[config.mk]
export PLATFORM = sky130hd
export DESIGN_NAME = regFile
export DESIGN_NICKNAME = d
export VERILOG_FILES = /design/src/common/cpuPkg.sv /design/src/regFile.sv
export SDC_FILE = /design/constraint.sdc
export NUM_CORES = 1
export LEC_CHECK = 0
export ABC_AREA = 1
export BUFFER_PORTS_ARGS = -buffer_cell sky130_fd_sc_hd__buf_4
export CAP_MARGIN = 10
export CORE_MARGIN = 3
export CORE_UTILIZATION = 40
export CTS_BUF_LIST = sky130_fd_sc_hd__clkbuf_2
export CTS_CLUSTER_SIZE = 14
export DETAILED_ROUTE_END_ITERATION = 8
export PLACE_DENSITY = 0.58
export SYNTH_ARGS = -nofsm -noshare
export SYNTH_HDL_FRONTEND = slang
export SYNTH_SLANG_ARGS = --single-unit
[constraint.sdc]
create_clock -name clk -period 4.05 [get_ports clk]
set_input_delay 0.81 -clock clk [delete_from_list [all_inputs] [get_ports clk]]
set_output_delay 0.81 -clock clk [all_outputs]
set_load 0.1 [all_outputs]
[src/common/cpuPkg.sv]
package cpuPkg;

  // datapath, instruction and bus word width
  localparam int dataWidth = 16;
  // eight architectural registers
  localparam int regAddrWidth = 3;
  // default word count of the shared memory
  localparam int memDepth = 512;

  // top nibble of every instruction word
  typedef enum logic [3:0] {
    NOP = 4'd0,
    ADD = 4'd1,
    SUB = 4'd2,
    AND = 4'd3,
    LDM = 4'd4,
    LDD = 4'd5,
    STD = 4'd6,
    IN  = 4'd7,
    OUT = 4'd8,
    JZ  = 4'd9,
    HLT = 4'd15
  } opcodeT;

  // one instruction word, two decodings
  typedef union packed {
    // register form: ALU ops, IN, OUT
    struct packed {
      opcodeT                  opcode;
      logic [regAddrWidth-1:0] rd;
      logic [regAddrWidth-1:0] rs;
      logic [regAddrWidth-1:0] rt;
      logic [2:0]              unused;
    } r;
    // immediate form: LDM, LDD, STD, JZ
    struct packed {
      opcodeT                  opcode;
      logic [regAddrWidth-1:0] rd;
      logic [8:0]              imm;
    } i;
  } instrU;

  // execute to memory stage register
  typedef struct packed {
    logic                    valid;
    opcodeT                  opcode;
    logic [regAddrWidth-1:0] rd;
    logic [dataWidth-1:0]    result;
    logic [dataWidth-1:0]    storeData;
    logic [dataWidth-1:0]    address;
  } exMemT;

endpackage

[src/regFile.sv]
`timescale 1ns/1ns

module regFile
  import cpuPkg::*;
(
  input  logic                    clk,
  input  logic                    rst,
  input  logic [regAddrWidth-1:0] rdAddrA,
  input  logic [regAddrWidth-1:0] rdAddrB,
  input  logic                    wrEn,
  input  logic [regAddrWidth-1:0] wrAddr,
  input  logic [dataWidth-1:0]    wrData,
  output logic [dataWidth-1:0]    rdDataA,
  output logic [dataWidth-1:0]    rdDataB
);

  logic [dataWidth-1:0] regs [2**regAddrWidth];

  // write lands at the edge, same-cycle readers go through the bypass
  always_ff @(posedge clk or posedge rst)
  begin
    if (rst)
      regs <= '{default: '0};
    else if (wrEn)
      regs[wrAddr] <= wrData;
  end

  // asynchronous read ports
  assign rdDataA = regs[rdAddrA];
  assign rdDataB = regs[rdAddrB];

endmodule

* After elaboration in Yosys (flattened, before gate mapping)
Index checks and enable logic that the tools add are counted.
Word-level totals: register bits after elaboration 128, input bits 28, word-level logic and storage cells 25
Cells by class: order comparisons 4, multiplexer cells 9, bitwise logic cells 3, reductions and logical operators 1
Operators with widths (number):
- $bwmux 128 | 1
- $bmux 16 s3 | 2
- $mux 16 | 5
- $demux 16 s3 | 1
- $ge 4x4->1 const B | 3
- $not 3->4 | 3
- $lt 4x1->1 const B | 1
- $logic_and 1x1->1 | 1

* Depth between registers and ports, before layout
Gate-level depths: netlist of the first run.
depth after elaboration 6, mapped depth 7

* Least setup slack after synthesis of the first run
No wires, ideal clock.
path kind input port to output port, from in rdAddrA[2], to out rdDataA[10], arrival 2.096 ns, required time 3.240 ns, path slack 1.144 ns, stages on the path 5, path buffers 2, cells stage by stage buf_2 -> inv_1 -> clkbuf_1 -> nand2_1 -> nand2_1
Between the ends: longest elaborated chain between the ends 4
RTL lines:
- start, declared | line regFile.sv:8 | input logic [regAddrWidth-1:0] rdAddrA,
- $not 3->4 (not written as such) | line regFile.sv:29 | assign rdDataA = regs[rdAddrA];
- $bmux 16 s3 | line regFile.sv:29
- $mux 16 (not written as such) (2 in series) | line regFile.sv:29
- end, declared | line regFile.sv:13 | output logic [dataWidth-1:0] rdDataA,
Every way passes these cells. The select of a mux whose other input is x is not followed.

* Final worst setup path of the first run
from in rdAddrB[1], to out rdDataB[12]
Between the ends: longest elaborated chain between the ends 4
RTL lines:
- start, declared | line regFile.sv:9 | input logic [regAddrWidth-1:0] rdAddrB,
- $not 3->4 (not written as such) | line regFile.sv:30 | assign rdDataB = regs[rdAddrB];
- $bmux 16 s3 | line regFile.sv:30
- $mux 16 (not written as such) (2 in series) | line regFile.sv:30
- end, declared | line regFile.sv:14 | output logic [dataWidth-1:0] rdDataB
Every way passes these cells. The select of a mux whose other input is x is not followed.

==> flow_summary.toml, run 1 <==
[status]
status = "finished clean"

[worst_setup_path]
required_ps = 3240
critPathLaunch = "rdAddrB[1]"
worstSetupPathType = "in2out"
rr_startpoint = "regs[116]"
crit_fanout = 33
setup.worst_path.end_class = "output pin"
reg2reg_depth = 2
critPathLaunchType = "input pin"
arrival_ps = 2460

[logic_synthesis]
async_flop_share = 1.000
synth-compound-area-share = 0.08548
synth_top_cell_area_share = 0.4274
synth-edff-count = 0
yosysWarnings = 0
synth_top_cell_by_area = "dfrtp_1"
synth_top_cells_by_count = "nand2_1 (551), inv_1 (151), nand3_1 (129)"
yosysSeqAreaShare = 0.4274
synth_top_family_by_area = "simple AND/OR/NAND/NOR gates"
synth-simple-area-share = 0.3666
synth_top_flop_cell = "dfrtp_1"
synth_fa_ha_area_frac = 0
synth_mux_area_frac = 0
synthMostInstantiatedCell = "nand2_1"
synth-seq-cells = 128
synthXorXnorAreaFrac = 0
synth_area_per_cell_um2 = 6.428
synth_area_leaders = "dfrtp_1 (43%), nand2_1 (28%), nand3_1 (8.6%), o21ai_0 (7.9%), inv_1 (7.6%)"
synth.distinct_cells = 14
syn_nets = 1194
syn-instance-count = 1166
synth_area_mm2 = 0.007495

[global_route]
grt_pass1_wl_um = 37670
overflow = 0
grt_pass1_vias = 7037
grt.total_usage = 0.2365
grt_max_degree = 82
antenna_found_initial = 1

[clocking]
cts_tree = "built"
htreeDepth = 4
clock_path_buffers = 2
cts_hold_buf = 0
worstSkewPairLatency_ps = 710
clock-sinks = 128
cts-root-buf = "clkbuf_2"
cts_buffers = 17
clk_pin_slew_ps = 220
postCtsSetupBuffers = 0
cts_resized = 0

[timing]
max_slew_margin = 0.2219
fin_tns_setup_ps = 0
skew_ps = 0
clock.fmax_mhz = 306.1
post-route-period-util = 0.8066
setup_violations = 0
hold_viol = 0
min_period_ps = 3267
slew_violations = 0
rsz0062_at_grt = "no"
tightest_slew_ps = 1164

[power_and_ir_drop]
switchingPower_mw = 1.643
intPower_mw = 2.101
p_clk_frac = 0.204
p_comb_frac = 0.360
p_total_mw = 3.744
ir_worst_vdd_v = 0.0003002
p_seq_frac = 0.436
p_per_area_mw_per_mm2 = 451.7
p_leak_nw = 4.724
netSwitchingFraction = 0.4389

[die]
die_y_um = 142.9
die_area_mm2 = 0.02041
ioPinCount = 60
die-width_um = 142.9
core_area_mm2 = 0.01821
rows = 49
initial_core_util = 0.4116

[place]
gp_congestion = 0.8031
port_buffers = 59
hpwl_um = 14160

[cells_and_area]
largest_register_ffs = 128
largest-register = "regs"
top_regs = "regs: 128 flops"
fin_nets = 1218
syn2layout_area_growth_pct = 10.58
layout-drive-gt1-share = 0.09559

[min_path]
hp-class = "in2async"

[detailed_routing]
vias = 7256
drt_iter0_drc = 663
wire_per_inst_um = 16.18
drtPass1Iterations = 7
final_antenna_net_count = 0
drc = 0
drt_wl_total_um = 23190
vias_per_cell = 5.064

[job]
drv_cap = 0
stage by stage:
stage	worst slack [ps]	std cells	hold slack, ps	instance area, um2	utilization
2_1_floorplan	1144	1166	453.0	7498	-
6_report	783.2	1433	151.2	8288	0.4552
3_3_place_gp	819.3	1399	466.0	8061	0.4427
5_1_grt	693.5	1433	116.4	8288	0.4552
4_1_cts	812.2	1431	143.6	8270	0.4542
3_5_place_dp	804.3	1399	472.3	8061	0.4427
layout by cell type, fill, tap and decap left out, drive strengths merged:
cell      count
nand3       129
clkinv        7
dfrtp       128
buf          75
clkbuf       18
inv         155
nor2          4
nand2       551
o21ai       128
nor3          1
clkinvlp      6
diode         1
bufinv        1
path summary, 6_finish.rpt:
kind                                to  slack [ps]
hold reg to reg               regs[84]         510
max in group asynchronous     regs[21]        3330
setup / recovery           rdDataB[12]         780
hold / removal                regs[47]         150
setup reg to reg             regs[116]        3290
min in group clk              regs[15]         290
power groups by stage:
stage | clock network [mW] | registers (mW) | logic [mW]
floorplan | 0 | 1.63 | 1.06
global placement | 0 | 1.65 | 1.34
detailed placement | 0 | 1.66 | 1.35
CTS | 0.776 | 1.63 | 1.36
global route | 0.838 | 1.66 | 1.52
finish | 0.763 | 1.63 | 1.35
worst max-delay path, stage by stage:
cell	delay, ps
buf_4	400
inv_1	350
buf_4	290
nand3_1	90
nand2_1	50
nand2_1	50
nand2_1	130
buf_4	260
final cells by class:
type	count	area, um2
Clock buffer	18	90.09
Sequential cell	128	3203
Timing Repair Buffer	75	608.1
Clock inverter	14	118.9
Inverter	155	585.6
Tap cell	229	286.5
Fill cell	1937	9921
Antenna cell	1	2.502
Multi-Input combinational cell	813	3393
metal layers:
metal | global-route usage | routed length, um | up-vias | share of wire
li1 | - | - | 3607 | -
met4 | 0.06003 | 429 | 0 | 0.019
met1 | 0.3292 | 10850 | 3391 | 0.47
met2 | 0.3803 | 10490 | 230 | 0.45
met5 | 0 | 0 | - | 0
met3 | 0.04622 | 1416 | 28 | 0.061
cells by family (layout without fill, tap and decap cells):
group | Yosys count | in the layout
AND/OR/NAND/NOR | 685 | 685
buffers and inverters | 225 | 262
AO/OA/AOI/OAI | 128 | 128
flip-flops | 128 | 128
other | 0 | 1
(Power assumes the default switching activity.)
==> inputs of run 2 (changes only) <==
==> constraint.sdc (replaced) <==
create_clock -name clk -period 2.7 [get_ports clk]
set_input_delay 0.54 -clock clk [delete_from_list [all_inputs] [get_ports clk]]
set_output_delay 0.54 -clock clk [all_outputs]
set_load 0.1 [all_outputs]
==> flow_summary.toml, run 2 (synthesis gave the netlist of run 1 again) <==
[cells_and_area]
layout-drive-gt1-share = 0.09943
fin_cells = 1456
layout_common_cells = "nand2_1 (551), inv_1 (150), nand3_1 (129), dfrtp_1 (128), o21ai_0 (118)"
layout_commonest_cell = "nand2_1"
syn2layout_area_growth_pct = 14.02
fin_nets = 1242
top_regs = "regs: 128 flops"
fillers = 1940
utilization = 0.4693
num_antenna_cells = 0
largest-register = "regs"
largest_register_ffs = 128

[detailed_routing]
drt_iter0_drc = 567
drc = 0
drt_wl_total_um = 23040
vias = 7284
final_antenna_net_count = 0
wire_per_inst_um = 15.82
drtPass1Iterations = 5
vias_per_cell = 5.003

[global_route]
grt.total_usage = 0.2342
overflow = 0
grt_pass1_vias = 6987
antenna_found_initial = 0
grt_max_degree = 129
grt_pass1_wl_um = 37270

[power_and_ir_drop]
ir_worst_vdd_v = 0.0003921
p_leak_nw = 4.847
p_per_area_mw_per_mm2 = 668.5

[min_path]
hp-class = "in2reg"

[die]
die_area_mm2 = 0.02041
initial_core_util = 0.4116
core_area_mm2 = 0.01821
ioPinCount = 60
rows = 49
die-width_um = 142.9
die_y_um = 142.9

[worst_setup_path]
cp_slowest_cell = "dfrtp_1"
critPathMostFrequentCell = "nand2_1"
crit_fanout = 2
crit_family = "flip-flops"
worstSetupPathType = "reg2out"
critical_path_buf_inv_count = 2
critPathLaunchType = "flip-flop"
arrival_ps = 1880
path_cells = "inv_1 -> nand2_1 -> nand3_1 -> nand2_1 -> nand2_1 -> nand2_1 -> buf_4"
setup.worst_path.end_class = "output pin"
slowest_delay_ps = 390
required_ps = 2160

[status]
status = "finished clean"

[clocking]
cts-root-buf = "clkbuf_2"
clock_path_buffers = 2
worstSkewPairLatency_ps = 720
htreeDepth = 4
cts_buffers = 17
cts_tree = "built"
clock-sinks = 128
clk_pin_slew_ps = 200
postCtsSetupBuffers = 0

[timing]
skew_ps = 0
rsz0062_at_grt = "no"
max_slew_margin = 0.5251
tightest_slew_ps = 712.3
slew_violations = 0
fin_tns_setup_ps = 0
timing.final.ws_setup_ps = 284.4
clock.fmax_mhz = 414.0
min_period_ps = 2416
hold_viol = 0
setup_violations = 0
post-route-period-util = 0.8947

[place]
hpwl_um = 14970
port_buffers = 59
dpl_worst_slack_ps = 336.9
gp_congestion = 0.8477
dp_cells = 1411

[job]
drv_cap = 0
==> run 2: cell types whose count changed in the layout (fill, tap and decap cells not counted) <==
cell	previous run	this run
nand3_2	1	0
clkinv_4	2	0
clkinv_2	5	2
buf_4	71	79
nand3_1	128	129
diode_2	1	0
buf_12	3	7
dlygate4sd3_1	0	13
bufinv_16	1	2
buf_8	1	0
inv_6	1	0
clkbuf_2	18	20
clkinv_1	0	3
==> run 2: worst min-delay path: cells and delay by family <==
kind	cells	cell delay [ps]
buffers and inverters	1	90
AOI/OAI and AO/OA	1	60
and+or+nand+nor	1	40
==> run 2: per-stage QoR <==
step	power, mW	hold slack [ps]	instance area (um2)
finish	5.713	38.18	8546
global route	6.108	0.5582	8546
CTS	5.755	0.3485	8526
detailed placement	4.555	473.2	8197
global placement	4.525	466.7	8197
floorplan	4.033	453.0	7498
==> run 2: power by group <==
part / switching (mW) / internal [mW] / leakage, nW
Combinational: 1.50 / 0.577 / 3.12
Sequential: 0.179 / 2.27 / 1.60
Clock: 0.768 / 0.420 / 0.125
Total: 2.44 / 3.27 / 4.85
==> run 2: repair_timing <==
| action | in CTS | in global routing |
|---|---|---|
| hold buffers | 11 | 2 |
| hold endpoints to repair | 12 | 2 |
| resized for setup | 0 | 0 |
| setup endpoints to repair | 0 | 0 |
==> run 2: layout make-up <==
cell class / instances / area [um2] / share of cell area
timing repair buffer: 99 / 863.3 / 0.1010
tap: 229 / 286.5 / 0.03353
inverter: 155 / 585.6 / 0.06852
clock buffer: 20 / 100.1 / 0.01171
clock inverter: 12 / 118.9 / 0.01391
multi-input combinational: 813 / 3388 / 0.3965
sequential: 128 / 3203 / 0.3748
==> run 2: per-layer routing <==
metal  track usage  wire length, um  vias up
met5             0                0        -
met3       0.04889             1420       32
met1        0.3195            10560     3376
li1              -                -     3649
met4       0.06903              449        0
met2        0.3776            10610      227
==> run 2: path summary, 6_finish.rpt <==
| check | end | cells past startpoint | start | slack (ps) |
|---|---|---|---|---|
| worst min-delay path | regs[10] | 3 | wrData[10] | 40 |
| min in group asynchronous | regs[45] | 4 | rst | 560 |
| worst min register to register | regs[43] | 2 | regs[43] | 510 |
| worst max-delay path | rdDataB[9] | 7 | regs[89] | 280 |
| worst max register to register | regs[11] | 2 | regs[11] | 2000 |
| max in group asynchronous | regs[4] | 4 | rst | 1600 |
