===== config.mk =====
export PLATFORM = sky130hd
export DESIGN_NAME = memStage_flat
export DESIGN_NICKNAME = d
export VERILOG_FILES = /design/src/common/cpuPkg.sv /design/src/common/wbBus.sv /design/src/memStage.sv /design/src/flat_wrapper.sv
export SDC_FILE = /design/constraint.sdc
export NUM_CORES = 1
export LEC_CHECK = 0
export BUFFER_PORTS_ARGS = -buffer_cell sky130_fd_sc_hd__buf_2
export CORE_ASPECT_RATIO = 0.9
export CORE_MARGIN = 4
export CORE_UTILIZATION = 35
export CTS_CLUSTER_SIZE = 10
export DETAILED_ROUTE_END_ITERATION = 10
export GPL_TIMING_DRIVEN = 0
export PLACE_DENSITY = 0.91
export SLEW_MARGIN = 15
export SYNTH_ARGS = -nofsm -noshare
export SYNTH_HDL_FRONTEND = slang
export SYNTH_SLANG_ARGS = --single-unit

===== constraint.sdc =====
create_clock -name clk -period 2.3 [get_ports clk]
set_input_delay 0.115 -clock clk [delete_from_list [all_inputs] [get_ports clk]]
set_output_delay 0.115 -clock clk [all_outputs]
set_load 0.005 [all_outputs]

===== src/common/cpuPkg.sv =====
package cpuPkg;

  // datapath, instruction and bus word width
  localparam int dataWidth = 16;
  // eight architectural registers
  localparam int regAddrWidth = 3;
  // default word count of the shared memory
  localparam int memDepth = 512;

  // top nibble of every instruction word
  typedef enum logic [3:0] {
    NOP = 4'd0,
    ADD = 4'd1,
    SUB = 4'd2,
    AND = 4'd3,
    LDM = 4'd4,
    LDD = 4'd5,
    STD = 4'd6,
    IN  = 4'd7,
    OUT = 4'd8,
    JZ  = 4'd9,
    HLT = 4'd15
  } opcodeT;

  // one instruction word, two decodings
  typedef union packed {
    // register form: ALU ops, IN, OUT
    struct packed {
      opcodeT                  opcode;
      logic [regAddrWidth-1:0] rd;
      logic [regAddrWidth-1:0] rs;
      logic [regAddrWidth-1:0] rt;
      logic [2:0]              unused;
    } r;
    // immediate form: LDM, LDD, STD, JZ
    struct packed {
      opcodeT                  opcode;
      logic [regAddrWidth-1:0] rd;
      logic [8:0]              imm;
    } i;
  } instrU;

  // execute to memory stage register
  typedef struct packed {
    logic                    valid;
    opcodeT                  opcode;
    logic [regAddrWidth-1:0] rd;
    logic [dataWidth-1:0]    result;
    logic [dataWidth-1:0]    storeData;
    logic [dataWidth-1:0]    address;
  } exMemT;

endpackage


===== src/common/wbBus.sv =====
`timescale 1ns/1ns

interface wbBus
  import cpuPkg::*;
();

  // cycle frame and strobe, held until ack
  logic                 cyc;
  logic                 stb;
  logic                 we;
  logic [dataWidth-1:0] adr;
  logic [dataWidth-1:0] datWr;
  // slave side return
  logic [dataWidth-1:0] datRd;
  logic                 ack;

  modport master (
    output cyc, stb, we, adr, datWr,
    input  datRd, ack
  );

  modport slave (
    input  cyc, stb, we, adr, datWr,
    output datRd, ack
  );

endinterface


===== src/memStage.sv =====
`timescale 1ns/1ns

module memStage
  import cpuPkg::*;
(
  input  logic                    clk,
  input  logic                    rst,
  input  exMemT                   exMem,
  output logic                    pipeStall,
  output logic                    wrEn,
  output logic [regAddrWidth-1:0] wrAddr,
  output logic [dataWidth-1:0]    wrData,
  output logic                    fwdValid,
  output logic [regAddrWidth-1:0] fwdReg,
  output logic [dataWidth-1:0]    fwdData,
  output logic [dataWidth-1:0]    outputPort,
  output logic                    outputValid,
  output logic                    halted,
  wbBus.master                    dataBus
);

  logic isLoad;
  logic memOp;
  logic retire;
  // idle cycle after each ack, so cyc drops between data cycles
  logic ackSeen;

  assign isLoad = (exMem.opcode == LDD);
  assign memOp = exMem.valid && (isLoad || exMem.opcode == STD);

  // bus fields come straight from the held stage register
  assign dataBus.cyc = memOp && !ackSeen;
  assign dataBus.stb = dataBus.cyc;
  assign dataBus.we = (exMem.opcode == STD);
  assign dataBus.adr = exMem.address;
  assign dataBus.datWr = exMem.storeData;

  // whole pipe frozen until the data cycle is acked
  assign pipeStall = memOp && !dataBus.ack;
  assign retire = exMem.valid && !pipeStall;

  always_comb
  begin
    case (exMem.opcode)
      ADD, SUB, AND, LDM, IN, LDD: wrEn = retire;
      default:                     wrEn = 1'b0;
    endcase
  end

  assign wrAddr = exMem.rd;
  // load data is taken in the ack cycle
  assign wrData = isLoad ? dataBus.datRd : exMem.result;

  // bypass mirrors the register write
  assign fwdValid = wrEn;
  assign fwdReg = wrAddr;
  assign fwdData = wrData;

  always_ff @(posedge clk or posedge rst)
  begin
    if (rst)
    begin
      ackSeen <= 1'b0;
      outputValid <= 1'b0;
      halted <= 1'b0;
    end
    else
    begin
      ackSeen <= dataBus.ack;
      outputValid <= retire && (exMem.opcode == OUT);
      // sticky once HLT retires
      if (retire && exMem.opcode == HLT)
        halted <= 1'b1;
    end
  end

  always_ff @(posedge clk)
  begin
    if (retire && exMem.opcode == OUT)
      outputPort <= exMem.result;
  end

endmodule


===== src/flat_wrapper.sv =====
// flat-port wrapper written by rule: the top's interface ports become plain ports
module memStage_flat import cpuPkg::*;
  (clk, rst, exMem, pipeStall, wrEn, wrAddr, wrData, fwdValid, fwdReg, fwdData, outputPort, outputValid, halted, dataBus_cyc, dataBus_stb, dataBus_we, dataBus_adr, dataBus_datWr, dataBus_datRd, dataBus_ack);
  wbBus dataBus_i ();
  input  logic clk;
  input  logic rst;
  input  exMemT exMem;
  output logic pipeStall;
  output logic wrEn;
  output logic [regAddrWidth-1:0] wrAddr;
  output logic [dataWidth-1:0] wrData;
  output logic fwdValid;
  output logic [regAddrWidth-1:0] fwdReg;
  output logic [dataWidth-1:0] fwdData;
  output logic [dataWidth-1:0] outputPort;
  output logic outputValid;
  output logic halted;
  output wire logic [$bits(dataBus_i.cyc)-1:0] dataBus_cyc;
  output wire logic [$bits(dataBus_i.stb)-1:0] dataBus_stb;
  output wire logic [$bits(dataBus_i.we)-1:0] dataBus_we;
  output wire logic [$bits(dataBus_i.adr)-1:0] dataBus_adr;
  output wire logic [$bits(dataBus_i.datWr)-1:0] dataBus_datWr;
  input wire logic [$bits(dataBus_i.datRd)-1:0] dataBus_datRd;
  input wire logic [$bits(dataBus_i.ack)-1:0] dataBus_ack;
  assign dataBus_cyc = dataBus_i.cyc;
  assign dataBus_stb = dataBus_i.stb;
  assign dataBus_we = dataBus_i.we;
  assign dataBus_adr = dataBus_i.adr;
  assign dataBus_datWr = dataBus_i.datWr;
  assign dataBus_i.datRd = dataBus_datRd;
  assign dataBus_i.ack = dataBus_ack;
  memStage u_core (.clk(clk), .rst(rst), .exMem(exMem), .pipeStall(pipeStall), .wrEn(wrEn), .wrAddr(wrAddr), .wrData(wrData), .fwdValid(fwdValid), .fwdReg(fwdReg), .fwdData(fwdData), .outputPort(outputPort), .outputValid(outputValid), .halted(halted), .dataBus(dataBus_i));
endmodule

# Word-level counts from Yosys, hierarchy flattened
# Index checks and enable logic that the tools add are counted.
dict set report totals {
  out_inout_bits 94
  reg_bits 19
  input_bits 75
  wordCells 26
  mem_bits_ro 0
  ramBits 0
  mem_count 0
  latchBits 0
}
dict set report classes {
  mul 0
  n_eq_ne 9
  n_reduce_logical 11
  n_div 0
  addsub 0
  magnitude_cmp 0
  n_shift 0
  n_bitwise 0
  muxes 2
}
# op n
set ops {}
lappend ops {{$eq 4x3->1 const B} 4}
lappend ops {{$mux 16} 1}
lappend ops {{$eq 4x2->1 const B} 2}
lappend ops {{$eq 4x4->1 const B} 2}
lappend ops {{$logic_and 1x1->1} 6}
lappend ops {{$reduce_or 6->1} 1}
lappend ops {{$eq 4x1->1 const B} 1}
lappend ops {{$logic_not 1->1} 3}
lappend ops {{$logic_or 1x1->1} 1}
lappend ops {{$mux 1} 1}

# Logic depth before layout (Yosys ltp)
dict set report depth {
  depth_word 7
  mapped_depth 5
  depth_no_buf 2
}

# Least setup slack after synthesis
# No wires, ideal clock.
dict set report synth_timing {
  path_kind {input-to-reg}
  startpoint {in exMem[52] (netlist bit)}
  endpoint {reg u_core.outputPort[0], enable pin}
  arrival_ns 1.140
  t_required_ns 1.908
  path_slack_ns 0.768
  path_buffers 0
  setup_time_ns 0.392
  cell_stages 2
  path_cell_list {nor3_1 nor2b_1}
}
dict set report synth_via {
  elab_chain_len 7
  elab_cells_between_ends 9
  cone_classes {3 x eq/ne; 6 x reduce/logical}
}
# element line_no
set synth_lines {}
lappend synth_lines {{from (decl)} flat_wrapper.sv:7} ;# input exMemT exMem;
lappend synth_lines {{$eq 4x3->1, on equally long branches} {memStage.sv:28, memStage.sv:29}}
lappend synth_lines {{$logic_or 1x1->1} memStage.sv:29} ;# assign memOp = exMem.valid && (isLoad || exMem.opcode == STD);
lappend synth_lines {{$logic_and 1x1->1} memStage.sv:29}
lappend synth_lines {{$logic_and 1x1->1} memStage.sv:39} ;# assign pipeStall = memOp && !dataBus.ack;
lappend synth_lines {{$logic_not 1->1} memStage.sv:40} ;# assign retire = exMem.valid && !pipeStall;
lappend synth_lines {{$logic_and 1x1->1} memStage.sv:40}
lappend synth_lines {{$logic_and 1x1->1 *} memStage.sv:79} ;# if (retire && exMem.opcode == OUT)
lappend synth_lines {{to (signal assigned)} memStage.sv:80} ;# outputPort <= exMem.result;
lappend synth_lines {{to (decl)} memStage.sv:16} ;# output logic [dataWidth-1:0] outputPort,
# Mark *: on every way between the ends. The rest lies on a longest branch, timed or not.
# A chain may end at the register's enable or synchronous reset.

# Final worst setup path
dict set report layout_timing {
  startpoint {in dataBus_ack}
  endpoint {out wrEn}
}
dict set report layout_via {
  elab_chain_len 5
}
# element line_no
set layout_lines {}
lappend layout_lines {{from (decl)} flat_wrapper.sv:24} ;# input wire logic [$bits(dataBus_i.ack)-1:0] dataBus_ack;
lappend layout_lines {{$logic_not 1->1} memStage.sv:39}
lappend layout_lines {{$logic_and 1x1->1} memStage.sv:39}
lappend layout_lines {{$logic_not 1->1} memStage.sv:40}
lappend layout_lines {{$logic_and 1x1->1} memStage.sv:40}
lappend layout_lines {{$mux 1} memStage.sv:44} ;# case (exMem.opcode)
lappend layout_lines {{to (decl)} flat_wrapper.sv:9} ;# output logic wrEn;
# Every way passes these cells.

==> summary.txt <==
STA
  – Setup violators final: 0
  – Final period demand of the worst path: between 1.5 and 2 ns
  – Relative slew slack: around 44%
  – Hold Slack: 0.0523 ns
  – Slew Viols, Final: 0
  – RSZ-0062 raised after global routing: false
  – Period utilization: 71.4%
  – Final Hold Viols: 0
  – Peak Freq: 0.609 GHz
  – Worst Skew: 0 ns
  – Post-Route Setup TNS: 0 ns
  – Slew @ Worst Pin: 0.839 ns

Drt
  – Vias: 1220
  – Via density: 4.15
  – DRT antenna net count: 0
  – Drt initial violations: 17
  – # DRC: 0
  – Avg WL per Cell: ~12 um
  – Pre-Repair DR Iteration Count: 3
  – Final wirelength: 3660 um

Synthesis
  – Synth top area cells: edfxtp_1 (36%), buf_4 (31%), mux2_4 (11%), dfrtp_1 (5.6%), mux2_2 (5.0%)
  – Seq cells post-synth: 19
  – Cells after Synth: 109
  – Yosys cell types: 23
  – Synth top area share: a little over a third
  – Yosys warnings: 0
  – Largest area contributor in the netlist: edfxtp_1
  – Synth Area per Inst: 12.3 um^2
  – Netlist Area Pre-Place: 1350 um^2
  – Top-count cell post-synth: buf_4
  – Top cells by count, synth: buf_4 (56), edfxtp_1 (16), mux2_4 (10), mux2_2 (6), dfrtp_1 (3)
  – Fraction of registers with async set/reset: 15.8%
  – Syn nets: 184
  – Synth Flop Type: edfxtp_1
  – EDFF count, synth: 16
  – Seq/Total Area, Yosys: 41.3%

Critical path
  – Worst Setup Path Type: in2out
  – Reg2Reg Launch Point: u_core.halted
  – Worst Reg-to-Reg Cells: 1
  – Crit path top cell by count: buf_2
  – CP max FO: 3
  – Reg-to-Reg End: u_core.halted
  – Top cell family by delay on the critical path: buffers and inverters
  – CP Buf/Inv Count: 4
  – Worst setup EP type: output port
  – CP cell instances: dlygate4sd3_1 > buf_2 > and4bb_2 > nor4_1 > buf_4 > buf_2
  – Worst path slowest cell: dlygate4sd3_1
  – FF-to-FF setup slack: 1.63 ns
  – Startpoint Class: input pin
  – CP max stage delay: 0.52 ns
  – CP Data Arrival Time: ~1.5 ns
  – Req. time, crit path: 2.18 ns

Global routing
  – Initial antenna violation count: 0
  – Largest net degree at the start of global routing: 18
  – Total track usage: a little over an eighth
  – Global-route wire length before repair: 5130 um
  – Grt ovf: 0
  – Vias in the first global route: 1171

Clocking
  – Reg clk slew, reported paths: 0.07 ns
  – CTS HTree Levels: 1
  – Max Buffers Root-to-Sink: 2
  – Setup bufs post-CTS: 0
  – Resized cells post-CTS: 0
  – CTS Sinks: 19
  – CTS root buffer: clkbuf_8
  – TritonCTS clock tree: yes
  – Clock latency on the worst-skew pair: 0.25 ns
  – Total CTS buffers: 3

Status
  – Status: finished clean

Placed design
  – Placed cells: 288
  – Placed cell area: around 2100 um^2
  – Post-DP HPWL: 3190 um
  – # port buffers: 133
  – Final RePlAce weighted congestion: 0.705

Flow run
  – Max Cap Viol: 0

Floorplan
  – Core area: ~3700 um^2
  – Die width: ~73 um
  – # IOs: 169
  – Height of the die: 66.8 um
  – Die area: 4900 um^2
  – FP Rows: 21
  – Initial Util: 36.3%

Pwr
  – Static leakage: 1.17 nW
  – Worst vdd ir: 0.207 mV
  – Power density cells: 411 nW/um^2

Finish
  – Finished Layout Cells: 294
  – Syn-to-layout area delta: 58.9%
  – Final instance area: 2140 um^2
  – Ant diodes: 0
  – NumNets Final: 324
  – Share of layout cells above drive strength 1: a little under nine tenths

Hold path
  – WHS Path Cells: 1
  – Hold_sp: exMem[47]
  – Hold worst-path end: u_core.outputPort[15]
  – Min-delay worst type: in2reg
worst max-delay path by stage:
| stage | startpoint | to | slack [ns] | depth (start not counted) |
|---|---|---|---|---|
| 3_3_place_gp | exMem[52] | u_core.outputPort[2] | 0.28 | 3 |
| 2_1_floorplan | exMem[52] | u_core.outputPort[0] | 0.77 | 2 |
| 5_1_grt | dataBus_ack | wrEn | 0.55 | 6 |
| 6_report | dataBus_ack | wrEn | 0.66 | 6 |
| 4_1_cts | dataBus_ack | wrEn | 0.65 | 6 |
| 3_5_place_dp | exMem[52] | u_core.outputPort[3] | 0.66 | 3 |
state kept, by name, summed over array words and instances, names as in the netlist:
name,cells
u_core.outputPort,16
u_core.ackSeen,1
u_core.halted,1
u_core.outputValid,1
kinds of logic after synthesis:
kind of cell,Yosys count,share of synthesized area [%]
AOI/OAI and AO/OA,1,0.558
buffers and inverters,59,33.9
DFF,19,41.3
xor gates and xnor gates,1,0.651
muxes,16,16.2
and+or+nand+nor,13,7.44
area by class of cell:
| class | count | area [um^2] |
|---|---|---|
| buffer | 58 | 452 |
| clock buffer | 3 | 41.3 |
| clock inverter | 1 | 5.00 |
| fill | 323 | 1570 |
| inverter | 1 | 3.75 |
| multi-input combinational | 31 | 337 |
| sequential | 19 | 556 |
| tap | 46 | 57.6 |
| timing repair buffer | 135 | 686 |
what timing repair did:
| item | 4_1_cts | 5_1_grt |
|---|---|---|
| endpoints found under the hold margin | 4 | 0 |
| setup endpoints to repair | 0 | 0 |
| hold buffers | 2 | 0 |
power breakdown:
part	internal (mW)	total, mW	switching (mW)
Clock	0.120	0.228	0.108
Combinational	0.173	0.263	0.0901
Sequential	0.384	0.387	0.00334
placed cells by master, fill, tap and decap left out, drive strengths merged:
cell type	instances
buf	191
edfxtp	16
mux2	16
clkbuf	3
dfrtp	3
dlygate4sd3	2
and4bb	2
nor4bb	1
xnor2	1
nand4bb	1
nor2	1
nand2	1
nor3	1
nor2b	1
nand2b	1
nor4b	1
and3b	1
nor4	1
inv	1
nand3	1
o21bai	1
clkinv	1
through the flow:
| step | total power, mW | util, % | setup slack, ns |
|---|---|---|---|
| 2_1_floorplan | 0.531 | - | 0.768 |
| 3_3_place_gp | 0.652 | 55.8 | 0.277 |
| 3_5_place_dp | 0.659 | 55.9 | 0.661 |
| 4_1_cts | 0.890 | 57.7 | 0.654 |
| 5_1_grt | 0.928 | 57.7 | 0.553 |
| 6_report | 0.879 | 57.7 | 0.658 |
routing by layer:
| metal | vias to the layer above | part of all wire [%] | global-route usage, % |
|---|---|---|---|
| met3 | 2 | 13 | 2.26 |
| met2 | 85 | 55 | 26.8 |
| met1 | 538 | 31 | 13.9 |
| met4 | 0 | 0.88 | 4.75 |
| met5 | - | 0 | 0 |
| li1 | 595 | - | - |
No activity file was read; power rests on OpenSTA's default activity.
