<file path="src/common/cpuPkg.sv">
package cpuPkg;

  // datapath, instruction and bus word width
  localparam int dataWidth = 16;
  // eight architectural registers
  localparam int regAddrWidth = 3;
  // default word count of the shared memory
  localparam int memDepth = 512;

  // top nibble of every instruction word
  typedef enum logic [3:0] {
    NOP = 4'd0,
    ADD = 4'd1,
    SUB = 4'd2,
    AND = 4'd3,
    LDM = 4'd4,
    LDD = 4'd5,
    STD = 4'd6,
    IN  = 4'd7,
    OUT = 4'd8,
    JZ  = 4'd9,
    HLT = 4'd15
  } opcodeT;

  // one instruction word, two decodings
  typedef union packed {
    // register form: ALU ops, IN, OUT
    struct packed {
      opcodeT                  opcode;
      logic [regAddrWidth-1:0] rd;
      logic [regAddrWidth-1:0] rs;
      logic [regAddrWidth-1:0] rt;
      logic [2:0]              unused;
    } r;
    // immediate form: LDM, LDD, STD, JZ
    struct packed {
      opcodeT                  opcode;
      logic [regAddrWidth-1:0] rd;
      logic [8:0]              imm;
    } i;
  } instrU;

  // execute to memory stage register
  typedef struct packed {
    logic                    valid;
    opcodeT                  opcode;
    logic [regAddrWidth-1:0] rd;
    logic [dataWidth-1:0]    result;
    logic [dataWidth-1:0]    storeData;
    logic [dataWidth-1:0]    address;
  } exMemT;

endpackage

</file>
<file path="src/execute/executeStage.sv">
`timescale 1ns/1ns

module executeStage
  import cpuPkg::*;
(
  input  logic                    clk,
  input  logic                    rst,
  input  instrU                   instr,
  input  logic                    instrValid,
  input  logic                    pipeStall,
  input  logic [dataWidth-1:0]    rdDataA,
  input  logic [dataWidth-1:0]    rdDataB,
  input  logic                    fwdValid,
  input  logic [regAddrWidth-1:0] fwdReg,
  input  logic [dataWidth-1:0]    fwdData,
  input  logic [dataWidth-1:0]    inputPort,
  output logic [regAddrWidth-1:0] rdAddrA,
  output logic [regAddrWidth-1:0] rdAddrB,
  output logic                    branchTaken,
  output logic [dataWidth-1:0]    branchTarget,
  output exMemT                   exMem
);

  instrU                cur;
  opcodeT               op;
  logic [dataWidth-1:0] imm;
  logic [dataWidth-1:0] opA;
  logic [dataWidth-1:0] opB;
  logic [dataWidth-1:0] result;
  logic                 takeBranch;

  // empty IR or branch shadow decodes as NOP
  assign cur = (instrValid && !branchTaken) ? instr : '0;
  assign op = cur.r.opcode;
  // 9-bit immediate, zero extended
  assign imm = {{(dataWidth - 9){1'b0}}, cur.i.imm};

  // JZ tests rd, STD stores rd, everything else reads rs/rt
  assign rdAddrA = (op == JZ || op == STD) ? cur.i.rd : cur.r.rs;
  assign rdAddrB = cur.r.rt;

  // bypass from the retiring instruction
  assign opA = (fwdValid && fwdReg == rdAddrA) ? fwdData : rdDataA;
  assign opB = (fwdValid && fwdReg == rdAddrB) ? fwdData : rdDataB;

  always_comb
  begin
    case (op)
      ADD:     result = opA + opB;
      SUB:     result = opA - opB;
      AND:     result = opA & opB;
      LDM:     result = imm;
      IN:      result = inputPort;
      // OUT passes rs through
      default: result = opA;
    endcase
  end

  // absolute target, taken on zero
  assign takeBranch = (op == JZ) && (opA == '0);

  always_ff @(posedge clk or posedge rst)
  begin
    if (rst)
    begin
      branchTaken <= 1'b0;
      exMem <= '0;
    end
    else if (!pipeStall)
    begin
      branchTaken <= takeBranch;
      exMem.valid <= (op != NOP);
      exMem.opcode <= op;
      exMem.rd <= cur.i.rd;
      exMem.result <= result;
      exMem.storeData <= opA;
      // LDD/STD address straight from the immediate
      exMem.address <= imm;
    end
    else
    begin
      // single-cycle pulse even if the pipe froze
      branchTaken <= 1'b0;
    end
  end

  always_ff @(posedge clk)
  begin
    if (!pipeStall)
      branchTarget <= imm;
  end

endmodule

</file>
<file path="config.mk">
export PLATFORM = sky130hd
export DESIGN_NAME = executeStage
export DESIGN_NICKNAME = d
export VERILOG_FILES = /design/src/common/cpuPkg.sv /design/src/execute/executeStage.sv
export SDC_FILE = /design/constraint.sdc
export NUM_CORES = 1
export LEC_CHECK = 0
export ABC_AREA = 1
export BUFFER_PORTS_ARGS = -buffer_cell sky130_fd_sc_hd__buf_2
export CAP_MARGIN = 10
export CELL_PAD_IN_SITES_DETAIL_PLACEMENT = 1
export CELL_PAD_IN_SITES_GLOBAL_PLACEMENT = 2
export CORE_ASPECT_RATIO = 1.75
export CORE_MARGIN = 2
export CORE_UTILIZATION = 27
export DETAILED_ROUTE_END_ITERATION = 10
export GPL_ROUTABILITY_DRIVEN = 0
export PLACE_DENSITY_LB_ADDON = 0.3
export SLEW_MARGIN = 20
export SYNTH_ARGS = -nofsm -noshare
export SYNTH_HDL_FRONTEND = slang
export SYNTH_SLANG_ARGS = --single-unit
</file>
<file path="constraint.sdc">
create_clock -name clk -period 4.4 [get_ports clk]
set_input_delay 0.44 -clock clk [delete_from_list [all_inputs] [get_ports clk]]
set_output_delay 0.44 -clock clk [all_outputs]
set_load 0.02 [all_outputs]
</file>
# Word-level counts from Yosys, hierarchy flattened
# Cells that the tools add are included.
[word_totals] latchBits=0 ram_bits=0 memories=0 elab_cells=34 rom_bits=0 reg_bits=59
[op_classes] n_reduce_logical=8 div_mod_pow=0 shifts=0 muxes=6 eq_ne=9 order_cmp=0 multipliers=0 bitwise_logic=1 add_sub_neg=2
[op_table] cell="$pmux W16 S5" n=1
[op_table] cell="$mux W16" n=3
[op_table] cell="$add A16 B16 Y16" n=1
[op_table] cell="$and A16 B16 Y16" n=1
[op_table] cell="$logic_not A16 Y1" n=1
[op_table] cell="$sub A16 B16 Y16" n=1
[op_table] cell="$eq A4 B3 Y1 const B" n=3
[op_table] cell="$eq A4 B2 Y1 const B" n=2
[op_table] cell="$eq A3 B3 Y1" n=2
[op_table] cell="$eq A4 B1 Y1 const B" n=1
[op_table] cell="$eq A4 B4 Y1 const B" n=1
[op_table] cell="$logic_and A1 B1 Y1" n=4
[op_table] cell="$reduce_bool A4 Y1" n=1
[op_table] cell="$mux W3" n=1
[op_table] cell="$logic_not A1 Y1" n=1
[op_table] cell="$logic_or A1 B1 Y1" n=1
[op_table] cell="$mux W1" n=1

# Logic depth before layout (Yosys ltp)
# Gate-level depths: netlist (run 1).
[depth] word_depth=12 mapped_depth=32

# Worst setup path after synthesis (run 1)
# No wires, ideal clock.
[synth_path] path_kind="reg2reg" startpoint="reg branchTaken" endpoint="reg exMem[46] in the netlist's numbering" path_stages_with_launch=29 t_required_ns=4.277 slack_ns=0.283 arrival_time_ns=3.994 period_less_slack_ns=4.117 cell_sequence="dfrtp_1 -> inv_2 -> nand3_1 -> nor2_2 -> nand2_2 -> nand2_4 -> nand2_1 -> nand2_1 -> nor2_1 -> nor2_2 -> nand2_2 -> buf_6 -> buf_6 -> o21ai_0 -> inv_1 -> fa_1 -> nand2_1 -> inv_1 -> o21ai_0 -> nand2_1 -> nand3_1 -> o2111ai_1 -> nand3_1 -> o211ai_1 -> or2_2 -> nand3_1 -> o311ai_0 -> o21ai_0 -> nand2_1"
[synth_via] elab_chain_cells=11 word_cells_on_any_way=22 classes_between="2 x add/sub; 9 x eq/ne; 5 x mux; 1 x bitwise; 5 x reduce/logical"
[synth_lines] element="start: declaration" line="executeStage.sv:19" rtl="output logic branchTaken,"
[synth_lines] element="start signal: assignment" line="executeStage.sv:71" rtl="branchTaken <= takeBranch;"
[synth_lines] element="$logic_not A1 Y1 (*)" line="executeStage.sv:33" rtl="assign cur = (instrValid && !branchTaken) ? instr : '0;"
[synth_lines] element="$logic_and A1 B1 Y1 (*)" line="executeStage.sv:33"
[synth_lines] element="$mux W16 (*)" line="executeStage.sv:33"
[synth_lines] element="$eq A4 B4 Y1 or $eq A4 B3 Y1 (tied branches)" line="executeStage.sv:39" rtl="assign rdAddrA = (op == JZ || op == STD) ? cur.i.rd : cur.r.rs;"
[synth_lines] element="$logic_or A1 B1 Y1" line="executeStage.sv:39"
[synth_lines] element="$mux W3 (*)" line="executeStage.sv:39"
[synth_lines] element="named net rdAddrA[1]" line="executeStage.sv:17" rtl="output logic [regAddrWidth-1:0] rdAddrA,"
[synth_lines] element="$eq A3 B3 Y1 (*)" line="executeStage.sv:43" rtl="assign opA = (fwdValid && fwdReg == rdAddrA) ? fwdData : rdDataA;"
[synth_lines] element="$logic_and A1 B1 Y1 (*)" line="executeStage.sv:43"
[synth_lines] element="$mux W16 (*)" line="executeStage.sv:43"
[synth_lines] element="named net opA[1]" line="executeStage.sv:27" rtl="logic [dataWidth-1:0] opA;"
[synth_lines] element="$sub A16 B16 Y16 or $add A16 B16 Y16 (tied branches)" line="executeStage.sv:50, executeStage.sv:49"
[synth_lines] element="$pmux W16 S5 (*)" line="executeStage.sv:48" rtl="case (op)"
[synth_lines] element="end: declaration" line="executeStage.sv:21" rtl="output exMemT exMem"
# Mark *: on every way through the listed nets, which the timed path passes. The rest lies on a longest branch.
# A chain may end at the register's enable or synchronous reset.

# Worst setup path after layout (run 1)
[layout_path] startpoint="reg branchTaken" endpoint="reg exMem[46] in the netlist's numbering"
[layout_via] elab_chain_cells=11 word_cells_on_any_way=22 classes_between="2 x add/sub; 9 x eq/ne; 5 x mux; 1 x bitwise; 5 x reduce/logical"
[layout_lines] element="$logic_not A1 Y1 (*)" line="executeStage.sv:33"
[layout_lines] element="$logic_and A1 B1 Y1 (*)" line="executeStage.sv:33"
[layout_lines] element="$mux W16 (*)" line="executeStage.sv:33"
[layout_lines] element="$eq A4 B4 Y1 or $eq A4 B3 Y1 (tied branches)" line="executeStage.sv:39"
[layout_lines] element="$logic_or A1 B1 Y1" line="executeStage.sv:39"
[layout_lines] element="$mux W3" line="executeStage.sv:39"
[layout_lines] element="$eq A3 B3 Y1" line="executeStage.sv:43"
[layout_lines] element="$logic_and A1 B1 Y1" line="executeStage.sv:43"
[layout_lines] element="$mux W16" line="executeStage.sv:43"
[layout_lines] element="$sub A16 B16 Y16 (tied with other cells)" line="executeStage.sv:50" rtl="SUB: result = opA - opB;"
[layout_lines] element="$pmux W16 S5 (*)" line="executeStage.sv:48"
# Every way passes the cells marked *; elsewhere a longest branch is shown, timed or not.

==> run_results.csv, run 1 <==
group,metric,value,unit
setup_path,critical_path_required,4630,ps
logic_synthesis,syn_area,4750,um2
setup_path,max_stage_delay,470,ps
timing,period_needed,4100,ps
setup_path,critPathTopFamily,"simple AND/OR/NAND/NOR gates",
global_routing,grt_max_degree,51,
logic_synthesis,syn_inst,693,
global_routing,grt.total_usage,0.214,
timing,clock_skew,7.75,ps
timing,max_freq,244,MHz
floorplan,die_w,104,um
timing,whs,297,ps
setup_path,reg2reg_slack,300,ps
timing,finalHoldViolations,0,
drt,drtPass1Iterations,4,
setup_path,crit_arrival,4330,ps
final_layout,fillers,2287,
final_layout,n_antenna_cell,0,
floorplan,die_height,180,um
final_layout,nNetsFinal,969,
global_routing,grt_pass1_vias,5743,
placement,dpl.hpwl,16600,um
power_and_ir_drop,vdd_drop_max,0.132,mV
drt,drt_iter0_drc,136,
logic_synthesis,synth_warnings,0,
setup_path,rr_worst_depth,28,
drt,viasPerCell,4.76,
setup_path,critPathKind,"reg -> reg",
clocking,cts.sinks,59,
setup_path,crit_buf_inv,2,
setup_path,cp_max_fo,6,
power_and_ir_drop,power.density,326,nW/um2
drt,wl,20200,um
drt,met2_length,11600,um
floorplan,rows,64,
setup_path,worst_path_most_repeated_cell,"nand2_2",
drt,wire_per_inst,18.3,um
global_routing,antenna_found_initial,0,
setup_path,r2r_start,"branchTaken",
drt,met3_length,623,um
setup_path,critical_path.endpoint_type,"register",
timing,finalSetupViolations,0,
status,outcome,"finished clean",
clocking,cts_buffer_depth,2,
drt,drcViolationCount,0,
floorplan,die-area,18700,um2
drt,drt-met1-wl,6920,um
placement,port_buffers,152,
drt,drtAntennaViolNets,0,
drt,vias,5251,
setup_path,crit_path_start_kind,"register",
min_path,hold_class,"in -> async",
clocking,cts_tree,"built",
setup_path,rr_endpoint,"exMem[46]",
clocking,cts.clk_slew.worst_paths,60,ps
floorplan,core_area,17400,um2
clocking,cts_buffers,9,
flow_run,cap_violations,0,
clocking,cts_root_buf,"clkbuf_16",
timing,maxSlewViolCount,0,
clocking,htree_levels,3,
floorplan,start_util,0.274,
final_layout,final_common_cell,"nand2_1",
logic_synthesis,syn_area_per_cell,6.86,um2
timing,fin_crit_sh,0.932,
power_and_ir_drop,power.total,2.06,mW
logic_synthesis,ys_seq_area_frac,0.320,
clocking,clk_latency,340,ps
timing,slew_headroom,0.513,
power_and_ir_drop,leakagePower,3.39,nW
global_routing,grt_pass1_wl,30500,um
clocking,cts_hold_buf,0,
timing,worst_pin_slew,731,ps
final_layout,final_cell_mix,"186 x nand2_1, 152 x buf_2, 95 x inv_1",
final_layout,areaGrowthSynthToFinish,32.9,%
logic_synthesis,ys_ff_latch,59,
final_layout,drive_gt1_frac,0.319,
logic_synthesis,synth_cell_type_count,39,
global_routing,overflow,0,
setup_path,cp_slowest_cell,"dfrtp_2",
floorplan,ios,167,
drt,top_layer,"met4",
-- flip-flops by register name, indices dropped and copies added, names as in the netlist --
signal	cells
branchTaken	1
branchTarget	9
exMem	49
-- how the worst max path moves through the flow --
stage	from	endpoint	slack, ps	depth (start not counted)
global route	branchTaken	exMem[46]	-30	28
global placement	instrValid	exMem[46]	40	27
CTS	branchTaken	exMem[46]	4	26
floorplan	branchTaken	exMem[46]	280	28
detailed placement	instrValid	exMem[46]	-90	28
finish	branchTaken	exMem[46]	300	28
-- layout make-up --
class | count | area, um2 | area share
clock buffers | 9 | 225 | 0.0356
flip-flops and latches | 59 | 1520 | 0.241
inverters | 105 | 394 | 0.0624
clock inverters | 7 | 45.0 | 0.00713
multi-input cells | 507 | 2830 | 0.447
repair buffers | 184 | 1020 | 0.161
well taps | 231 | 289 | 0.0457
-- layer usage --
metal	vias up	track usage
li1	2558	-
met5	-	0
met2	141	0.428
met1	2506	0.202
met4	0	0.121
met3	46	0.0312
-- repair_timing --
action	in CTS	in global routing
endpoints found under the setup margin	0	5
setup buffers	0	7
resized for setup	0	48
-- power by group --
part / internal (mW) / total, mW / switching [mW]
clock: 0.378 / 0.661 / 0.282
combinational: 0.265 / 0.758 / 0.493
sequential: 0.612 / 0.643 / 0.0308
total: 1.26 / 2.06 / 0.806
-- stage by stage --
step / area [um2] / setup TNS (ps) / setup WS [ps] / util / instances
final: 6320 / 0 / 298 / 0.364 / 1102
after global routing: 6320 / -28.0 / -28.0 / 0.364 / 1102
after CTS: 6080 / 0 / 4.44 / 0.350 / 1094
after detailed placement: 5810 / -126 / -94.4 / 0.334 / 1078
after global placement: 5810 / 0 / 38.7 / 0.334 / 1078
after floorplan: 4800 / 0 / 283 / - / 706
-- synthesized netlist by cell type (all sizes together) --
cell type / number / area share
o311ai: 2 / 0.0037
clkbuf: 13 / 0.010
o21ai: 99 / 0.12
a31oi: 7 / 0.0092
fa: 1 / 0.0042
o211ai: 2 / 0.0032
nand3: 38 / 0.040
nor4: 2 / 0.0053
nor2: 53 / 0.053
buf: 23 / 0.041
ha: 14 / 0.037
o21a: 1 / 0.0016
xnor2: 6 / 0.011
a211oi: 1 / 0.0016
nand2: 206 / 0.17
clkinv: 4 / 0.0032
inv: 101 / 0.080
dfrtp: 50 / 0.26
nand3b: 3 / 0.0047
conb: 1 / 0.00079
a221oi: 5 / 0.0092
a21o: 2 / 0.0032
a21oi: 24 / 0.025
nor3: 2 / 0.0021
o31ai: 1 / 0.0016
edfxtp: 9 / 0.057
o2111ai: 1 / 0.0018
or2: 3 / 0.0039
nand4: 11 / 0.014
xor2: 8 / 0.015
-- kinds of logic (layout without fill, tap and decap cells) --
kind of cell	Yosys count	after routing	share of synthesized area
AND/OR/NAND/NOR	318	319	0.299
AO/OA/AOI/OAI	145	145	0.179
buffers and inverters	141	305	0.134
flip-flops	59	59	0.320
adder cells (fa/ha/maj)	15	15	0.0411
XOR/XNOR	14	14	0.0258
other	1	14	0.000789
-- tightest hold or removal path, cell delays in order --
cell and delay [ps]:
buf_2 100, inv_2 30, buf_4 560
No activity file was read; power rests on OpenSTA's default activity.
==> run 2: changes to the inputs <==
--- a/config.mk
+++ b/config.mk
@@ -5,14 +5,13 @@
 export SDC_FILE = /design/constraint.sdc
 export NUM_CORES = 1
 export LEC_CHECK = 0
-export ABC_AREA = 1
 export BUFFER_PORTS_ARGS = -buffer_cell sky130_fd_sc_hd__buf_2
 export CAP_MARGIN = 10
 export CELL_PAD_IN_SITES_DETAIL_PLACEMENT = 1
 export CELL_PAD_IN_SITES_GLOBAL_PLACEMENT = 2
 export CORE_ASPECT_RATIO = 1.75
 export CORE_MARGIN = 2
-export CORE_UTILIZATION = 27
+export CORE_UTILIZATION = 30
 export DETAILED_ROUTE_END_ITERATION = 10
 export GPL_ROUTABILITY_DRIVEN = 0
 export PLACE_DENSITY_LB_ADDON = 0.3
==> constraint.sdc (replaced) <==
create_clock -name clk -period 4.4 [get_ports clk]
set_input_delay 0.44 -clock clk [delete_from_list [all_inputs] [get_ports clk]]
set_output_delay 0.44 -clock clk [all_outputs]
set_load 0.01 [all_outputs]
==> run_results.csv, run 2 <==
group,metric,value,unit
drt,drt_iter0_drc,139,
setup_path,max_stage_delay,560,ps
floorplan,die-area,16800,um2
global_routing,grt_pass1_vias,5282,
floorplan,start_util,0.307,
logic_synthesis,synth_warnings,0,
placement,dp_cells,877,
clocking,cts_buffers,9,
placement,place_area,6100,um2
clocking,clk_latency,330,ps
power_and_ir_drop,power.density,315,nW/um2
placement,dpl.hpwl,14800,um
logic_synthesis,synth_top_area_frac,0.265,
logic_synthesis,synth-xor-area-share,0.0660,
timing,fin_crit_sh,0.963,
drt,drcViolationCount,0,
logic_synthesis,synth-edff-count,9,
logic_synthesis,synth_common_cells,"50 x dfrtp_1, 46 x nand2_1, 39 x mux2_2",
flow_run,cap_violations,0,
clocking,cts_buffer_depth,2,
final_layout,top_regs,"exMem (49), branchTarget (9), branchTaken (1)",
logic_synthesis,synthAdderAreaFrac,0.0414,
clocking,cts.sinks,59,
logic_synthesis,synthArstFlopShare,0.847,
setup_path,reg2reg_slack,160,ps
logic_synthesis,ys_ff_latch,59,
global_routing,top_usage_layer,"met2",
global_routing,overflow,0,
setup_path,cp_slowest_cell,"nand4_1",
final_layout,drive_gt1_frac,0.439,
drt,viasPerCell,5.30,
floorplan,die_w,98.8,um
final_layout,instances_no_fill,899,
logic_synthesis,synth.area.mux_share,0.139,
timing,worst_pin_slew,897,ps
global_routing,met2_usage,0.409,
setup_path,cp_max_fo,11,
placement,dp_slack,-328,ps
final_layout,final_common_cell,"buf_2",
setup_path,crit_path_start_kind,"register",
logic_synthesis,synth_top_family_by_area,"compound AO/OA/AOI/OAI gates",
final_layout,areaGrowthSynthToFinish,37.1,%
timing,finalSetupViolations,0,
timing,max_freq,236,MHz
setup_path,critical_path_required,4610,ps
logic_synthesis,ys_top_cells_by_area,"dfrtp_1 27%, mux2_2 9.3%, edfxtp_1 5.7%",
logic_synthesis,ys_seq_area_frac,0.322,
global_routing,grt_pass1_wl,28900,um
setup_path,critical_path.endpoint_type,"register",
floorplan,die_height,170,um
timing,clock_skew,9.08,ps
final_layout,fillers,1840,
timing,whs,297,ps
timing,maxSlewViolCount,0,
logic_synthesis,yosysMostFrequentCell,"dfrtp_1",
final_layout,fin_area,6470,um2
clocking,cts.clk_slew.worst_paths,60,ps
drt,vias,4765,
timing,slew_headroom,0.399,
setup_path,crit_arrival,4450,ps
final_layout,largest_reg_flops,49,
floorplan,rows,60,
clocking,cts_root_buf,"clkbuf_16",
timing,setup_ws,161,ps
drt,wire_per_inst,20.9,um
clocking,cts_hold_buf,0,
timing,period_needed,4240,ps
placement,port_buffers,152,
global_routing,grtUsageMet3,0.0283,
min_path,hold_class,"in -> async",
final_layout,seq_area,1520,um2
final_layout,regMostFlops,"exMem",
setup_path,critPathKind,"reg -> reg",
timing,finalHoldViolations,0,
logic_synthesis,synth_cell_type_count,73,
logic_synthesis,syn_area_per_cell,9.40,um2
final_layout,nNetsFinal,811,
logic_synthesis,yosysTopAreaCell,"dfrtp_1",
power_and_ir_drop,leakagePower,2.99,nW
power_and_ir_drop,vdd_drop_max,0.152,mV
logic_synthesis,synth_compound_area_frac,0.198,
logic_synthesis,syn_inst,502,
status,outcome,"finished clean",
drt,drtPass1Iterations,4,
logic_synthesis,synth_simple_gate_area_frac,0.167,
setup_path,crit_chain,"nor2b_4, buf_4, buf_4, nand4_1, o311ai_0, xnor2_1, ha_1, buf_4, a21o_1, a21o_1, a21o_1, a2111oi_2, nor2_1, xnor3_1, a221o_1",
final_layout,final_cell_mix,"152 x buf_2, 70 x buf_4, 49 x dfrtp_1",
final_layout,multi_input_area,3050,um2
global_routing,grt.total_usage,0.221,
drt,wl,18800,um
logic_synthesis,ys.flop_type,"dfrtp_1",
global_routing,use_met1,0.245,
global_routing,grt_max_degree,52,
global_routing,antenna_found_initial,0,
drt,drtAntennaViolNets,0,
floorplan,ios,167,
final_layout,n_antenna_cell,0,
clocking,cts_tree,"built",
clocking,htree_levels,3,
floorplan,core_area,15400,um2
logic_synthesis,syn_area,4720,um2
==> run 2: report_power, final <==
part	switching, mW	total (mW)	internal [mW]
sequential	0.0287	0.642	0.613
combinational	0.367	0.680	0.313
clock	0.279	0.714	0.435
total	0.674	2.04	1.36
==> run 2: per-layer routing <==
metal / wire length [um] / vias up
li1: - / 2231
met3: 823 / 47
met1: 6940 / 2319
met4: 777 / 0
met5: 0 / -
met2: 10300 / 168
==> run 2: cell type report <==
| class | count | share of cell area |
|---|---|---|
| multi-input cells | 400 | 0.471 |
| flip-flops and latches | 59 | 0.235 |
| repair buffers | 224 | 0.205 |
| well taps | 186 | 0.0360 |
| clock buffers | 10 | 0.0354 |
| clock inverters | 6 | 0.00890 |
| inverters | 14 | 0.00812 |
==> run 2: path summary, 6_finish.rpt <==
check                              end  cells after the start   startpoint
setup / recovery             exMem[47]                     15  branchTaken
hold / removal                exMem[4]                      3          rst
setup reg to reg             exMem[47]                     15  branchTaken
hold reg to reg              exMem[38]                      1    exMem[38]
max in group asynchronous  branchTaken                      3          rst
min in group clk             exMem[48]                      3     instr[9]
==> run 2: cell families (layout without fill, tap and decap cells) <==
family                     after synthesis  count (layout)
muxes                                   60              60
buffers and inverters                   56             254
xor gates and xnor gates                34              34
adders and majority gates               15              15
and+or+nand+nor                        142             142
AOI/OAI and AO/OA                      135             135
DFF                                     59              59
other                                    1              14
==> run 2: timing repair <==
item | CTS | global route
endpoints found under the setup margin | 2 | 3
gates resized for setup | 3 | 10
pin swaps | 0 | 2
setup buffers | 0 | 6
==> run 2: stage by stage <==
stage	power, mW	TNS, ps	utilization
after global routing	2.14	-6.45	0.420
after detailed placement	1.32	-347	0.396
after global placement	1.30	-109	0.396
final	2.04	0	0.420
after CTS	2.04	0	0.415
after floorplan	1.03	0	-
==> run 2: worst max-delay path: cells and delay by family, from the launching register on <==
| family | cells | cell delay, ps |
|---|---|---|
| flip-flops | 1 | 450 |
| AND/OR/NAND/NOR | 3 | 820 |
| buffers and inverters | 3 | 440 |
| adder cells (fa/ha/maj) | 1 | 290 |
| XOR/XNOR | 2 | 550 |
| AO/OA/AOI/OAI | 6 | 1570 |
